## config.mk

```make
export PLATFORM = sky130hd
export DESIGN_NAME = huff_top
export DESIGN_NICKNAME = d
export VERILOG_FILES = /design/src/verilog/huff_pkg.sv /design/src/verilog/huff_node_if.sv /design/src/verilog/huff_codebook.sv /design/src/verilog/huff_controller.sv /design/src/verilog/huff_find_least.sv /design/src/verilog/huff_histogram.sv /design/src/verilog/huff_top.sv /design/src/verilog/huff_translation.sv /design/src/verilog/huff_tree_build.sv
export SDC_FILE = /design/constraint.sdc
export NUM_CORES = 2
export LEC_CHECK = 0
export BUFFER_PORTS_ARGS = -buffer_cell sky130_fd_sc_hd__buf_2
export CORE_MARGIN = 4
export CORE_UTILIZATION = 45
export DETAILED_ROUTE_END_ITERATION = 12
export HOLD_SLACK_MARGIN = 0.08
export PLACE_DENSITY = 0.57
export SYNTH_ARGS = -nofsm -noshare
export SYNTH_HDL_FRONTEND = slang
export SYNTH_SLANG_ARGS = --single-unit
```

## constraint.sdc

```tcl
create_clock -name hwclk -period 16.6 [get_ports hwclk]
set_clock_uncertainty 0.1 [all_clocks]
set_input_delay 0.83 -clock hwclk [delete_from_list [all_inputs] [get_ports hwclk]]
set_output_delay 0.83 -clock hwclk [all_outputs]
set_load 0.1 [all_outputs]
```

## src/verilog/huff_pkg.sv

```systemverilog
`default_nettype none

package huff_pkg;

  // controller phases, one stage active per phase
  localparam logic [2:0] PH_IDLE   = 3'd0;
  localparam logic [2:0] PH_COUNT  = 3'd1;
  localparam logic [2:0] PH_BUILD  = 3'd2;
  localparam logic [2:0] PH_CODES  = 3'd3;
  localparam logic [2:0] PH_ENCODE = 3'd4;

  // one cycle only, done pulses here
  localparam logic [2:0] PH_DONE   = 3'd5;

  // parent entry of the root node
  // never a real index, the top node is 30
  localparam logic [4:0] NO_PARENT = 5'h1f;

endpackage

`default_nettype wire

```

## src/verilog/huff_node_if.sv

```systemverilog
`timescale 1ns/1ps
`default_nettype none

interface huff_node_if #(
  parameter int SYM_BITS = 4,
  parameter int CNT_BITS = 8
);

  // scan control
  logic                scan_start;
  logic                scan_done;

  // node table read port, answered combinationally by the builder
  logic [SYM_BITS:0]   rd_idx;
  logic [CNT_BITS:0]   rd_weight;
  logic                rd_live;

  // two lightest live nodes of the last scan
  logic [SYM_BITS:0]   least1;
  logic [SYM_BITS:0]   least2;

  modport finder (
    input  scan_start, rd_weight, rd_live,
    output scan_done, rd_idx, least1, least2
  );

  modport builder (
    output scan_start, rd_weight, rd_live,
    input  scan_done, rd_idx, least1, least2
  );

endinterface

`default_nettype wire

```

## src/verilog/huff_codebook.sv

```systemverilog
`timescale 1ns/1ps
`default_nettype none

module huff_codebook
  import huff_pkg::*;
#(
  parameter int SYM_BITS = 4
) (
  input  logic                    clk,
  input  logic                    arst_n,
  input  logic [2:0]              phase,
  output logic [SYM_BITS-1:0]     len_idx,
  input  logic [SYM_BITS-1:0]     len_val,
  input  logic [SYM_BITS-1:0]     sym_lookup,
  output logic [2**SYM_BITS-2:0]  code,
  output logic [SYM_BITS-1:0]     code_len,
  output logic                    codes_fin
);

  localparam int NSYM      = 2**SYM_BITS;
  localparam int CODE_BITS = NSYM - 1;

  logic [SYM_BITS-1:0]  s_idx, cur_len;
  logic [CODE_BITS-1:0] running, running_inc;
  logic [CODE_BITS-1:0] code_tab [NSYM];
  logic                 passes_done, run, hit;

  assign run         = (phase == PH_CODES) && !passes_done;
  // length 0 never matches, cur_len starts at 1
  assign hit         = run && (len_val == cur_len);
  assign running_inc = running + CODE_BITS'(hit);

  // lengths stay in the tree builder, shared read port
  assign len_idx  = (phase == PH_ENCODE) ? sym_lookup : s_idx;
  assign code     = code_tab[sym_lookup];
  assign code_len = len_val;

  always_ff @(posedge clk or negedge arst_n) begin
    if (!arst_n) begin
      s_idx       <= '0;
      cur_len     <= SYM_BITS'(1);
      running     <= '0;
      passes_done <= 1'b0;
      codes_fin   <= 1'b0;
    end else begin
      codes_fin <= 1'b0;
      if (phase != PH_CODES) begin
        s_idx       <= '0;
        cur_len     <= SYM_BITS'(1);
        running     <= '0;
        passes_done <= 1'b0;
      end else if (!passes_done) begin
        s_idx <= s_idx + 1'b1;
        if (s_idx == SYM_BITS'(NSYM - 1)) begin
          // next length, codes get one bit longer
          running <= running_inc << 1;
          cur_len <= cur_len + 1'b1;
          if (cur_len == '1) begin
            codes_fin   <= 1'b1;
            passes_done <= 1'b1;
          end
        end else begin
          running <= running_inc;
        end
      end
    end
  end

  always_ff @(posedge clk) begin
    if (hit) begin
      code_tab[s_idx] <= running;
    end
  end

endmodule

`default_nettype wire

```

## src/verilog/huff_controller.sv

```systemverilog
`timescale 1ns/1ps
`default_nettype none

module huff_controller
  import huff_pkg::*;
(
  input  logic       clk,
  input  logic       arst_n,
  input  logic       start,
  input  logic       count_fin,
  input  logic       build_fin,
  input  logic       codes_fin,
  input  logic       enc_fin,
  input  logic       empty,
  output logic [2:0] phase,
  output logic       done,
  output logic       error
);

  always_ff @(posedge clk or negedge arst_n) begin
    if (!arst_n) begin
      phase <= PH_IDLE;
      error <= 1'b0;
    end else begin
      case (phase)
        PH_IDLE: begin
          if (start) begin
            phase <= PH_COUNT;
            error <= 1'b0;
          end
        end
        PH_COUNT: begin
          if (count_fin) begin
            phase <= PH_BUILD;
          end
        end
        PH_BUILD: begin
          // nothing counted, no tree to build
          if (empty) begin
            phase <= PH_DONE;
            error <= 1'b1;
          end else if (build_fin) begin
            phase <= PH_CODES;
          end
        end
        PH_CODES: begin
          if (codes_fin) begin
            phase <= PH_ENCODE;
          end
        end
        PH_ENCODE: begin
          if (enc_fin) begin
            phase <= PH_DONE;
          end
        end
        default: begin
          phase <= PH_IDLE;
        end
      endcase
    end
  end

  assign done = (phase == PH_DONE);

  // each stage may only finish inside its own phase
  a_fin_in_phase: assert property (@(posedge clk) disable iff (!arst_n)
    (!count_fin || phase == PH_COUNT) && (!build_fin || phase == PH_BUILD) &&
    (!codes_fin || phase == PH_CODES) && (!enc_fin || phase == PH_ENCODE));

endmodule

`default_nettype wire

```

## src/verilog/huff_find_least.sv

```systemverilog
`timescale 1ns/1ps
`default_nettype none

module huff_find_least #(
  parameter int SYM_BITS = 4,
  parameter int CNT_BITS = 8
) (
  input  logic        clk,
  input  logic        arst_n,
  huff_node_if.finder nif
);

  localparam int NODE_BITS = SYM_BITS + 1;
  localparam int NODES     = 2**NODE_BITS - 1;

  logic                 busy;
  logic [NODE_BITS-1:0] idx;
  logic [NODE_BITS-1:0] b1_idx, b2_idx;
  logic [CNT_BITS:0]    b1_w, b2_w;
  logic                 b1_v, b2_v;
  logic                 take1, take2;

  assign nif.rd_idx = idx;
  assign nif.least1 = b1_idx;
  assign nif.least2 = b2_idx;

  // strict compare, so on a tie the lower index stays
  assign take1 = busy && nif.rd_live && (!b1_v || nif.rd_weight < b1_w);
  assign take2 = busy && nif.rd_live && !take1 && (!b2_v || nif.rd_weight < b2_w);

  always_ff @(posedge clk or negedge arst_n) begin
    if (!arst_n) begin
      busy          <= 1'b0;
      idx           <= '0;
      b1_idx        <= '0;
      b2_idx        <= '0;
      b1_w          <= '0;
      b2_w          <= '0;
      b1_v          <= 1'b0;
      b2_v          <= 1'b0;
      nif.scan_done <= 1'b0;
    end else begin
      nif.scan_done <= 1'b0;
      if (nif.scan_start) begin
        busy <= 1'b1;
        idx  <= '0;
        b1_v <= 1'b0;
        b2_v <= 1'b0;
      end else if (busy) begin
        if (take1) begin
          // old best drops to second place
          b2_idx <= b1_idx;
          b2_w   <= b1_w;
          b2_v   <= b1_v;
          b1_idx <= idx;
          b1_w   <= nif.rd_weight;
          b1_v   <= 1'b1;
        end else if (take2) begin
          b2_idx <= idx;
          b2_w   <= nif.rd_weight;
          b2_v   <= 1'b1;
        end
        idx <= idx + 1'b1;
        if (idx == NODE_BITS'(NODES - 1)) begin
          busy          <= 1'b0;
          nif.scan_done <= 1'b1;
        end
      end
    end
  end

endmodule

`default_nettype wire

```

## src/verilog/huff_histogram.sv

```systemverilog
`timescale 1ns/1ps
`default_nettype none

module huff_histogram
  import huff_pkg::*;
#(
  parameter int SYM_BITS = 4,
  parameter int CNT_BITS = 8
) (
  input  logic                clk,
  input  logic                arst_n,
  input  logic [2:0]          phase,
  input  logic [SYM_BITS-1:0] sym,
  input  logic                sym_valid,
  input  logic                sym_last,
  input  logic [SYM_BITS-1:0] cnt_idx,
  output logic [CNT_BITS-1:0] cnt_val,
  output logic                count_fin,
  output logic                empty
);

  localparam int NSYM = 2**SYM_BITS;

  logic [CNT_BITS-1:0] cnt [NSYM];
  logic [CNT_BITS-1:0] total;
  logic                hit;

  assign hit = (phase == PH_COUNT) && sym_valid;

  // counters start from zero for every block
  always_ff @(posedge clk) begin
    if (phase == PH_IDLE) begin
      for (int i = 0; i < NSYM; i++) begin
        cnt[i] <= '0;
      end
    end else if (hit) begin
      cnt[sym] <= cnt[sym] + 1'b1;
    end
  end

  always_ff @(posedge clk or negedge arst_n) begin
    if (!arst_n) begin
      total <= '0;
    end else if (phase == PH_IDLE) begin
      total <= '0;
    end else if (hit) begin
      total <= total + 1'b1;
    end
  end

  // sym_last ends the block even without a valid symbol
  assign count_fin = (phase == PH_COUNT) && sym_last;
  assign empty     = (total == '0);
  assign cnt_val   = cnt[cnt_idx];

  a_no_overflow: assert property (@(posedge clk) disable iff (!arst_n)
    hit |-> (cnt[sym] != '1) && (total != '1));

endmodule

`default_nettype wire

```

## src/verilog/huff_top.sv

```systemverilog
`timescale 1ns/1ps
`default_nettype none

module huff_top #(
  parameter int SYM_BITS = 4,
  parameter int CNT_BITS = 8
) (
  input  logic                hwclk,
  input  logic                arst_n,
  input  logic                start,
  input  logic [SYM_BITS-1:0] sym,
  input  logic                sym_valid,
  input  logic                sym_last,
  output logic [2:0]          phase,
  output logic                sym_ready,
  output logic                bit_out,
  output logic                bit_valid,
  output logic                done,
  output logic                error
);

  localparam int CODE_BITS = 2**SYM_BITS - 1;

  // stage finish pulses
  logic count_fin, build_fin, codes_fin, enc_fin;
  logic empty;

  // histogram to tree builder
  logic [SYM_BITS-1:0]  cnt_idx;
  logic [CNT_BITS-1:0]  cnt_val;

  // lengths, codes and lookup
  logic [SYM_BITS-1:0]  len_idx, len_val;
  logic [SYM_BITS-1:0]  sym_lookup, code_len;
  logic [CODE_BITS-1:0] code;

  huff_node_if #(.SYM_BITS(SYM_BITS), .CNT_BITS(CNT_BITS)) node_if ();

  huff_controller controller (
    .clk(hwclk), .arst_n(arst_n), .start(start),
    .count_fin(count_fin), .build_fin(build_fin), .codes_fin(codes_fin),
    .enc_fin(enc_fin), .empty(empty),
    .phase(phase), .done(done), .error(error)
  );

  huff_histogram #(.SYM_BITS(SYM_BITS), .CNT_BITS(CNT_BITS)) histogram (
    .clk(hwclk), .arst_n(arst_n), .phase(phase),
    .sym(sym), .sym_valid(sym_valid), .sym_last(sym_last),
    .cnt_idx(cnt_idx), .cnt_val(cnt_val),
    .count_fin(count_fin), .empty(empty)
  );

  huff_find_least #(.SYM_BITS(SYM_BITS), .CNT_BITS(CNT_BITS)) find_least (
    .clk(hwclk), .arst_n(arst_n), .nif(node_if.finder)
  );

  huff_tree_build #(.SYM_BITS(SYM_BITS), .CNT_BITS(CNT_BITS)) tree_build (
    .clk(hwclk), .arst_n(arst_n), .phase(phase),
    .cnt_idx(cnt_idx), .cnt_val(cnt_val), .nif(node_if.builder),
    .len_idx(len_idx), .len_val(len_val), .build_fin(build_fin)
  );

  huff_codebook #(.SYM_BITS(SYM_BITS)) codebook (
    .clk(hwclk), .arst_n(arst_n), .phase(phase),
    .len_idx(len_idx), .len_val(len_val),
    .sym_lookup(sym_lookup), .code(code), .code_len(code_len),
    .codes_fin(codes_fin)
  );

  huff_translation #(.SYM_BITS(SYM_BITS)) translation (
    .clk(hwclk), .arst_n(arst_n), .phase(phase),
    .sym(sym), .sym_valid(sym_valid), .sym_last(sym_last),
    .sym_ready(sym_ready), .sym_lookup(sym_lookup),
    .code(code), .code_len(code_len),
    .bit_out(bit_out), .bit_valid(bit_valid), .enc_fin(enc_fin)
  );

endmodule

`default_nettype wire

```

## src/verilog/huff_translation.sv

```systemverilog
`timescale 1ns/1ps
`default_nettype none

module huff_translation
  import huff_pkg::*;
#(
  parameter int SYM_BITS = 4
) (
  input  logic                   clk,
  input  logic                   arst_n,
  input  logic [2:0]             phase,
  input  logic [SYM_BITS-1:0]    sym,
  input  logic                   sym_valid,
  input  logic                   sym_last,
  output logic                   sym_ready,
  output logic [SYM_BITS-1:0]    sym_lookup,
  input  logic [2**SYM_BITS-2:0] code,
  input  logic [SYM_BITS-1:0]    code_len,
  output logic                   bit_out,
  output logic                   bit_valid,
  output logic                   enc_fin
);

  localparam int CODE_BITS = 2**SYM_BITS - 1;

  logic [CODE_BITS-1:0] shreg;
  logic [SYM_BITS-1:0]  bits_left;
  logic                 last_q;
  logic                 take;

  assign sym_lookup = sym;
  assign sym_ready  = (phase == PH_ENCODE) && (bits_left == '0);
  assign take       = sym_valid && sym_ready;
  assign bit_out    = shreg[CODE_BITS-1];
  assign bit_valid  = (bits_left != '0);
  // high while the final bit of the block is out
  assign enc_fin    = last_q && (bits_left == SYM_BITS'(1));

  always_ff @(posedge clk or negedge arst_n) begin
    if (!arst_n) begin
      bits_left <= '0;
      last_q    <= 1'b0;
    end else if (take) begin
      bits_left <= code_len;
      last_q    <= sym_last;
    end else if (bits_left != '0) begin
      bits_left <= bits_left - 1'b1;
    end
  end

  // msb aligned so the first code bit sits on top
  always_ff @(posedge clk) begin
    if (take) begin
      shreg <= code << (SYM_BITS'(CODE_BITS) - code_len);
    end else if (bit_valid) begin
      shreg <= shreg << 1;
    end
  end

  a_code_len: assert property (@(posedge clk) disable iff (!arst_n)
    take |-> (code_len != '0));

endmodule

`default_nettype wire

```

## src/verilog/huff_tree_build.sv

```systemverilog
`timescale 1ns/1ps
`default_nettype none

module huff_tree_build
  import huff_pkg::*;
#(
  parameter int SYM_BITS = 4,
  parameter int CNT_BITS = 8
) (
  input  logic                clk,
  input  logic                arst_n,
  input  logic [2:0]          phase,
  output logic [SYM_BITS-1:0] cnt_idx,
  input  logic [CNT_BITS-1:0] cnt_val,
  huff_node_if.builder        nif,
  input  logic [SYM_BITS-1:0] len_idx,
  output logic [SYM_BITS-1:0] len_val,
  output logic                build_fin
);

  localparam int NSYM      = 2**SYM_BITS;
  localparam int NODES     = 2 * NSYM - 1;
  localparam int NODE_BITS = SYM_BITS + 1;

  localparam logic [2:0] ST_IDLE  = 3'd0;
  localparam logic [2:0] ST_LOAD  = 3'd1;
  localparam logic [2:0] ST_START = 3'd2;
  localparam logic [2:0] ST_WAIT  = 3'd3;
  localparam logic [2:0] ST_WALK  = 3'd4;
  localparam logic [2:0] ST_DONE  = 3'd5;

  logic [2:0]           state;
  logic [CNT_BITS:0]    weight [NODES];
  logic [NODE_BITS-1:0] parent [NODES];
  logic [SYM_BITS-1:0]  len    [NSYM];
  logic [NODES-1:0]     live;
  logic [SYM_BITS-1:0]  leaf;
  logic [NODE_BITS-1:0] leaf_node, next_node, cur;
  logic [SYM_BITS:0]    n_live, n_live_ld;
  logic [SYM_BITS-1:0]  depth;
  logic                 active, merge, leaf_end;

  assign active    = (phase == PH_BUILD);
  assign leaf_node = {1'b0, leaf};
  assign cnt_idx   = leaf;
  assign n_live_ld = n_live + (cnt_val != '0);
  assign merge     = active && (state == ST_WAIT) && nif.scan_done;
  // unused leaf, or the walk reached the root
  assign leaf_end  = (weight[leaf_node] == '0) || (parent[cur] == NO_PARENT);

  assign nif.scan_start = (state == ST_START);
  assign nif.rd_weight  = weight[nif.rd_idx];
  assign nif.rd_live    = live[nif.rd_idx];
  assign len_val        = len[len_idx];

  always_ff @(posedge clk or negedge arst_n) begin
    if (!arst_n) begin
      state     <= ST_IDLE;
      live      <= '0;
      leaf      <= '0;
      next_node <= '0;
      n_live    <= '0;
      cur       <= '0;
      depth     <= '0;
      build_fin <= 1'b0;
    end else begin
      build_fin <= 1'b0;
      if (!active) begin
        state <= ST_IDLE;
      end else begin
        case (state)
          ST_IDLE: begin
            live      <= '0;
            leaf      <= '0;
            n_live    <= '0;
            next_node <= NODE_BITS'(NSYM);
            state     <= ST_LOAD;
          end
          ST_LOAD: begin
            live[leaf] <= (cnt_val != '0);
            n_live     <= n_live_ld;
            // wraps back to leaf 0, ready for the depth walk
            leaf       <= leaf + 1'b1;
            if (leaf == SYM_BITS'(NSYM - 1)) begin
              cur   <= '0;
              depth <= '0;
              state <= (n_live_ld > 1) ? ST_START : ST_WALK;
            end
          end
          ST_START: begin
            state <= ST_WAIT;
          end
          ST_WAIT: begin
            if (merge) begin
              live[nif.least1] <= 1'b0;
              live[nif.least2] <= 1'b0;
              live[next_node]  <= 1'b1;
              next_node        <= next_node + 1'b1;
              n_live           <= n_live - 1'b1;
              state            <= (n_live == 2) ? ST_WALK : ST_START;
            end
          end
          ST_WALK: begin
            if (leaf_end) begin
              cur   <= leaf_node + 1'b1;
              depth <= '0;
              leaf  <= leaf + 1'b1;
              if (leaf == SYM_BITS'(NSYM - 1)) begin
                build_fin <= 1'b1;
                state     <= ST_DONE;
              end
            end else begin
              cur   <= parent[cur];
              depth <= depth + 1'b1;
            end
          end
          default: begin
            // hold until the controller moves on
            state <= ST_DONE;
          end
        endcase
      end
    end
  end

  always_ff @(posedge clk) begin
    if (active && state == ST_LOAD) begin
      weight[leaf_node] <= {1'b0, cnt_val};
      parent[leaf_node] <= NO_PARENT;
    end
    if (merge) begin
      weight[next_node]  <= weight[nif.least1] + weight[nif.least2];
      parent[next_node]  <= NO_PARENT;
      parent[nif.least1] <= next_node;
      parent[nif.least2] <= next_node;
    end
    if (active && state == ST_WALK && leaf_end) begin
      // a lone leaf still needs one bit
      if (weight[leaf_node] == '0) begin
        len[leaf] <= '0;
      end else begin
        len[leaf] <= (depth == '0) ? SYM_BITS'(1) : depth;
      end
    end
  end

  a_node_limit: assert property (@(posedge clk) disable iff (!arst_n)
    merge |-> (next_node < NODE_BITS'(NODES)));

endmodule

`default_nettype wire
```

==> flow_metrics.env <==
export IMPL_tightest_slew_ns=1.382
export IMPL_ys_warn_count=0
export IMPL_vias_per_cell=6.510
export IMPL_drc_errors=0
export IMPL_pre_cts_ws_ns=9.815
export IMPL_portBuffers=16
export IMPL_area_growth_syn_to_layout_pct=10.46
export IMPL_worstHoldPathType="in -> async"
export IMPL_cts_root_buf="clkbuf_16"
export IMPL_final_cell_mix="edfxtp_1, mux4_2, nand2_1, nor2_1, dfrtp_1"
export IMPL_relSlewSlack_pct=7.525
export IMPL_cp_data_arrival_time_ns=7.28
export IMPL_first_pass_iters=6
export IMPL_crit_path_end_kind="flop"
export IMPL_gr_total_overflow=0
export IMPL_ios=17
export IMPL_grt_pass1_vias=32718
export IMPL_dp_cells=4903
export IMPL_ys_ff_latch=1018
export IMPL_antenna_found_initial=6
export IMPL_synth_cell_types=90
export IMPL_p_leak_nw=18.62
export IMPL_grt_setup_unrepaired="no"
export IMPL_post_cts_buffers=0
export IMPL_syn_inst=3548
export IMPL_layout_worst_path_cycle_share_pct=41.04
export IMPL_dp_hpwl_um=104300
export IMPL_cts_tree="yes"
export IMPL_hold_viol_final=0
export IMPL_cts_made_buffers=106
export IMPL_cts_buffer_depth=3
export IMPL_start_util_pct=45.46
export IMPL_run_status="complete, no violations"
export IMPL_ir_worst_vdd_mv=0.08351
export IMPL_synth_nets=3611
export IMPL_postCtsHoldBufs=0
export IMPL_place_gp_congestion=0.9566
export IMPL_synth_edf_count=881
export IMPL_synth_seq_area_share_pct=58.20
export IMPL_clk_pin_slew_ns=0.06
export IMPL_clock_fmax_ghz=0.1468
export IMPL_synthArstFlopShare_pct=13.46
export IMPL_final_nets=3574
export IMPL_path_class="reg -> reg"
export IMPL_cts_resized=0
export IMPL_drt_iter0_drc=4133
export IMPL_final_setup_viol_count=0
export IMPL_drt_total_wl_um=152100
export IMPL_cp_start_kind="flop"
export IMPL_syn_avg_cell_area_um2=14.47
export IMPL_rows=123
export IMPL_powerDensity_nw_per_um2=120.4
export IMPL_die_h_um=345.8
export IMPL_grtUsageTotal_pct=25.06
export IMPL_layout_min_cycle_time_ns=6.813
export IMPL_tns_ns=0
export IMPL_ant_nets=0
export IMPL_drive_above_1_share_pct=22.29
export IMPL_startpoint="find_least.nif.rd_idx[0]$_DFFE_PN0P_"
export IMPL_grt_pass1_wl_um=224500
export IMPL_fin_cells=5104
export IMPL_clk_latency_ns=0.70
export IMPL_slew_violations=0
export IMPL_coreArea_um2=113000
export IMPL_post_drt_wl_per_cell_um=29.80
export IMPL_worstPathRequired_ns=17.06
export IMPL_ys_flop_type="edfxtp_1"
export IMPL_critical_path_max_fanout=36
export IMPL_clock_sinks=1018
export IMPL_r2r_start="find_least.nif.rd_idx[0]$_DFFE_PN0P_"
export IMPL_setup_ws_ns=9.787
export IMPL_htree_levels=3
export IMPL_dieArea_um2=119600
export IMPL_via_count=33227
export IMPL_mostFrequentLayoutCell="edfxtp_1"
export IMPL_grt_max_degree=84
export IMPL_cap_violations=0
export IMPL_syn_cell_area_um2=51350
export IMPL_die_w_um=345.8
==> critical path, cell delays in order (launching register included) <==
cell     delay [ns]
dfrtp_4        0.61
buf_4          0.64
buf_4          0.72
mux4_2         0.60
mux4_2         0.51
mux2i_1        0.44
inv_1          0.15
ha_1           0.33
a21o_1         0.17
a21o_1         0.18
a21oi_1        0.14
o21ai_0        0.11
o21ai_2        0.90
nand2_2        0.55
mux2_1         0.46
==> final cells by class <==
| type | instances | area (um^2) |
|---|---|---|
| clock inverter | 62 | 752.0 |
| multi-input combinational | 2180 | 20180 |
| tap | 1500 | 1877 |
| sequential | 1018 | 29910 |
| clock buffer | 137 | 2829 |
| inverter | 93 | 349.1 |
| timing repair buffer | 112 | 815.8 |
| fill | 9392 | 56240 |
| antenna | 2 | 5.005 |
==> sequential cells by signal, indices dropped and copies added (netlist names), 5 cells and up <==
signal                 count
tree_build.n_live          5
histogram.cnt            128
find_least.nif.least1      5
find_least.b2_w            9
tree_build.next_node       5
translation.shreg         15
find_least.nif.least2      5
histogram.total            8
find_least.b1_w            9
tree_build.weight        279
codebook.running          15
tree_build.live           31
tree_build.cur             5
tree_build.parent        155
find_least.nif.rd_idx      5
codebook.code_tab        240
tree_build.len            64
==> synth_stat cells, types with 14 or more instances <==
cell      count  area, um^2
a211oi_1     28       210.2
a21o_1       16       120.1
a21oi_1      76       380.4
a22o_1       23       201.4
a22oi_1      53       397.9
a32o_1       16       160.2
and3_1       14       87.58
buf_1        40       150.1
buf_2        39       195.2
clkbuf_1    162       608.1
dfrtp_1     136        3403
edfxtp_1    881       26460
ha_1         53       663.1
inv_1        91       341.6
mux2_2       30       337.8
mux2i_1     110        1101
mux4_2      423        9527
nand2_1     394        1479
nand3_1      66       330.3
nand4_1      20       125.1
nor2_1      348        1306
nor3_1       39       195.2
nor4_1       39       244.0
o21ai_0     105       525.5
o22ai_1      68       425.4
xnor2_1      23       201.4
xor2_1       26       227.7
==> layer usage <==
metal | vias up | wire [um] | GRT usage [%]
met5 | - | 41 | 0
met4 | 6 | 4411 | 7.290
met3 | 275 | 14660 | 5.488
met2 | 1724 | 70260 | 38.48
met1 | 17302 | 62740 | 36.24
li1 | 13920 | - | -
==> cells by family (layout without fill, tap and decap cells) <==
| group | Yosys count | count (layout) | synth area share [%] |
|---|---|---|---|
| AOI/OAI and AO/OA | 490 | 490 | 6.547 |
| xor gates and xnor gates | 49 | 49 | 0.8357 |
| adders and majority gates | 54 | 54 | 1.330 |
| buffers and inverters | 350 | 404 | 2.836 |
| DFF | 1018 | 1018 | 58.20 |
| muxes | 568 | 568 | 21.50 |
| other | 0 | 2 | 0 |
| and+or+nand+nor | 1019 | 1019 | 8.752 |
==> report_power, final <==
| group | total (mW) | internal [mW] | switching [mW] |
|---|---|---|---|
| registers | 3.18 | 3.08 | 0.101 |
| clock network | 2.47 | 1.45 | 1.02 |
| logic | 1.18 | 0.375 | 0.803 |
==> path summary, 6_finish.rpt <==
check / end / slack, ns / cells past startpoint
max: find_least.nif.least1[3]$_DFFE_PN0P_ / 9.79 / 14
min: find_least.b2_w[3]$_DFFE_PN0P_ / 0.12 / 1
max reg2reg: find_least.nif.least1[3]$_DFFE_PN0P_ / 9.79 / 14
min reg2reg: translation.last_q$_DFFE_PN0P_ / 0.40 / 2
max in group asynchronous: tree_build.cnt_idx[0]$_DFFE_PN0P_ / 14.79 / 2
min in group hwclk: translation.last_q$_DFFE_PN0P_ / 0.28 / 3
==> per-stage QoR <==
step / util, % / hold slack [ns] / area (um^2) / power (mW)
floorplan: - / 0.3465 / 51350 / 3.972
global placement: 47.04 / 0.3751 / 53140 / 4.366
detailed placement: 47.04 / 0.3809 / 53140 / 4.408
CTS: 50.21 / 0.1273 / 56720 / 6.865
global route: 50.21 / 0.1578 / 56720 / 7.076
finish: 50.21 / 0.1177 / 56720 / 6.828
No activity file was read; power rests on OpenSTA's default activity.
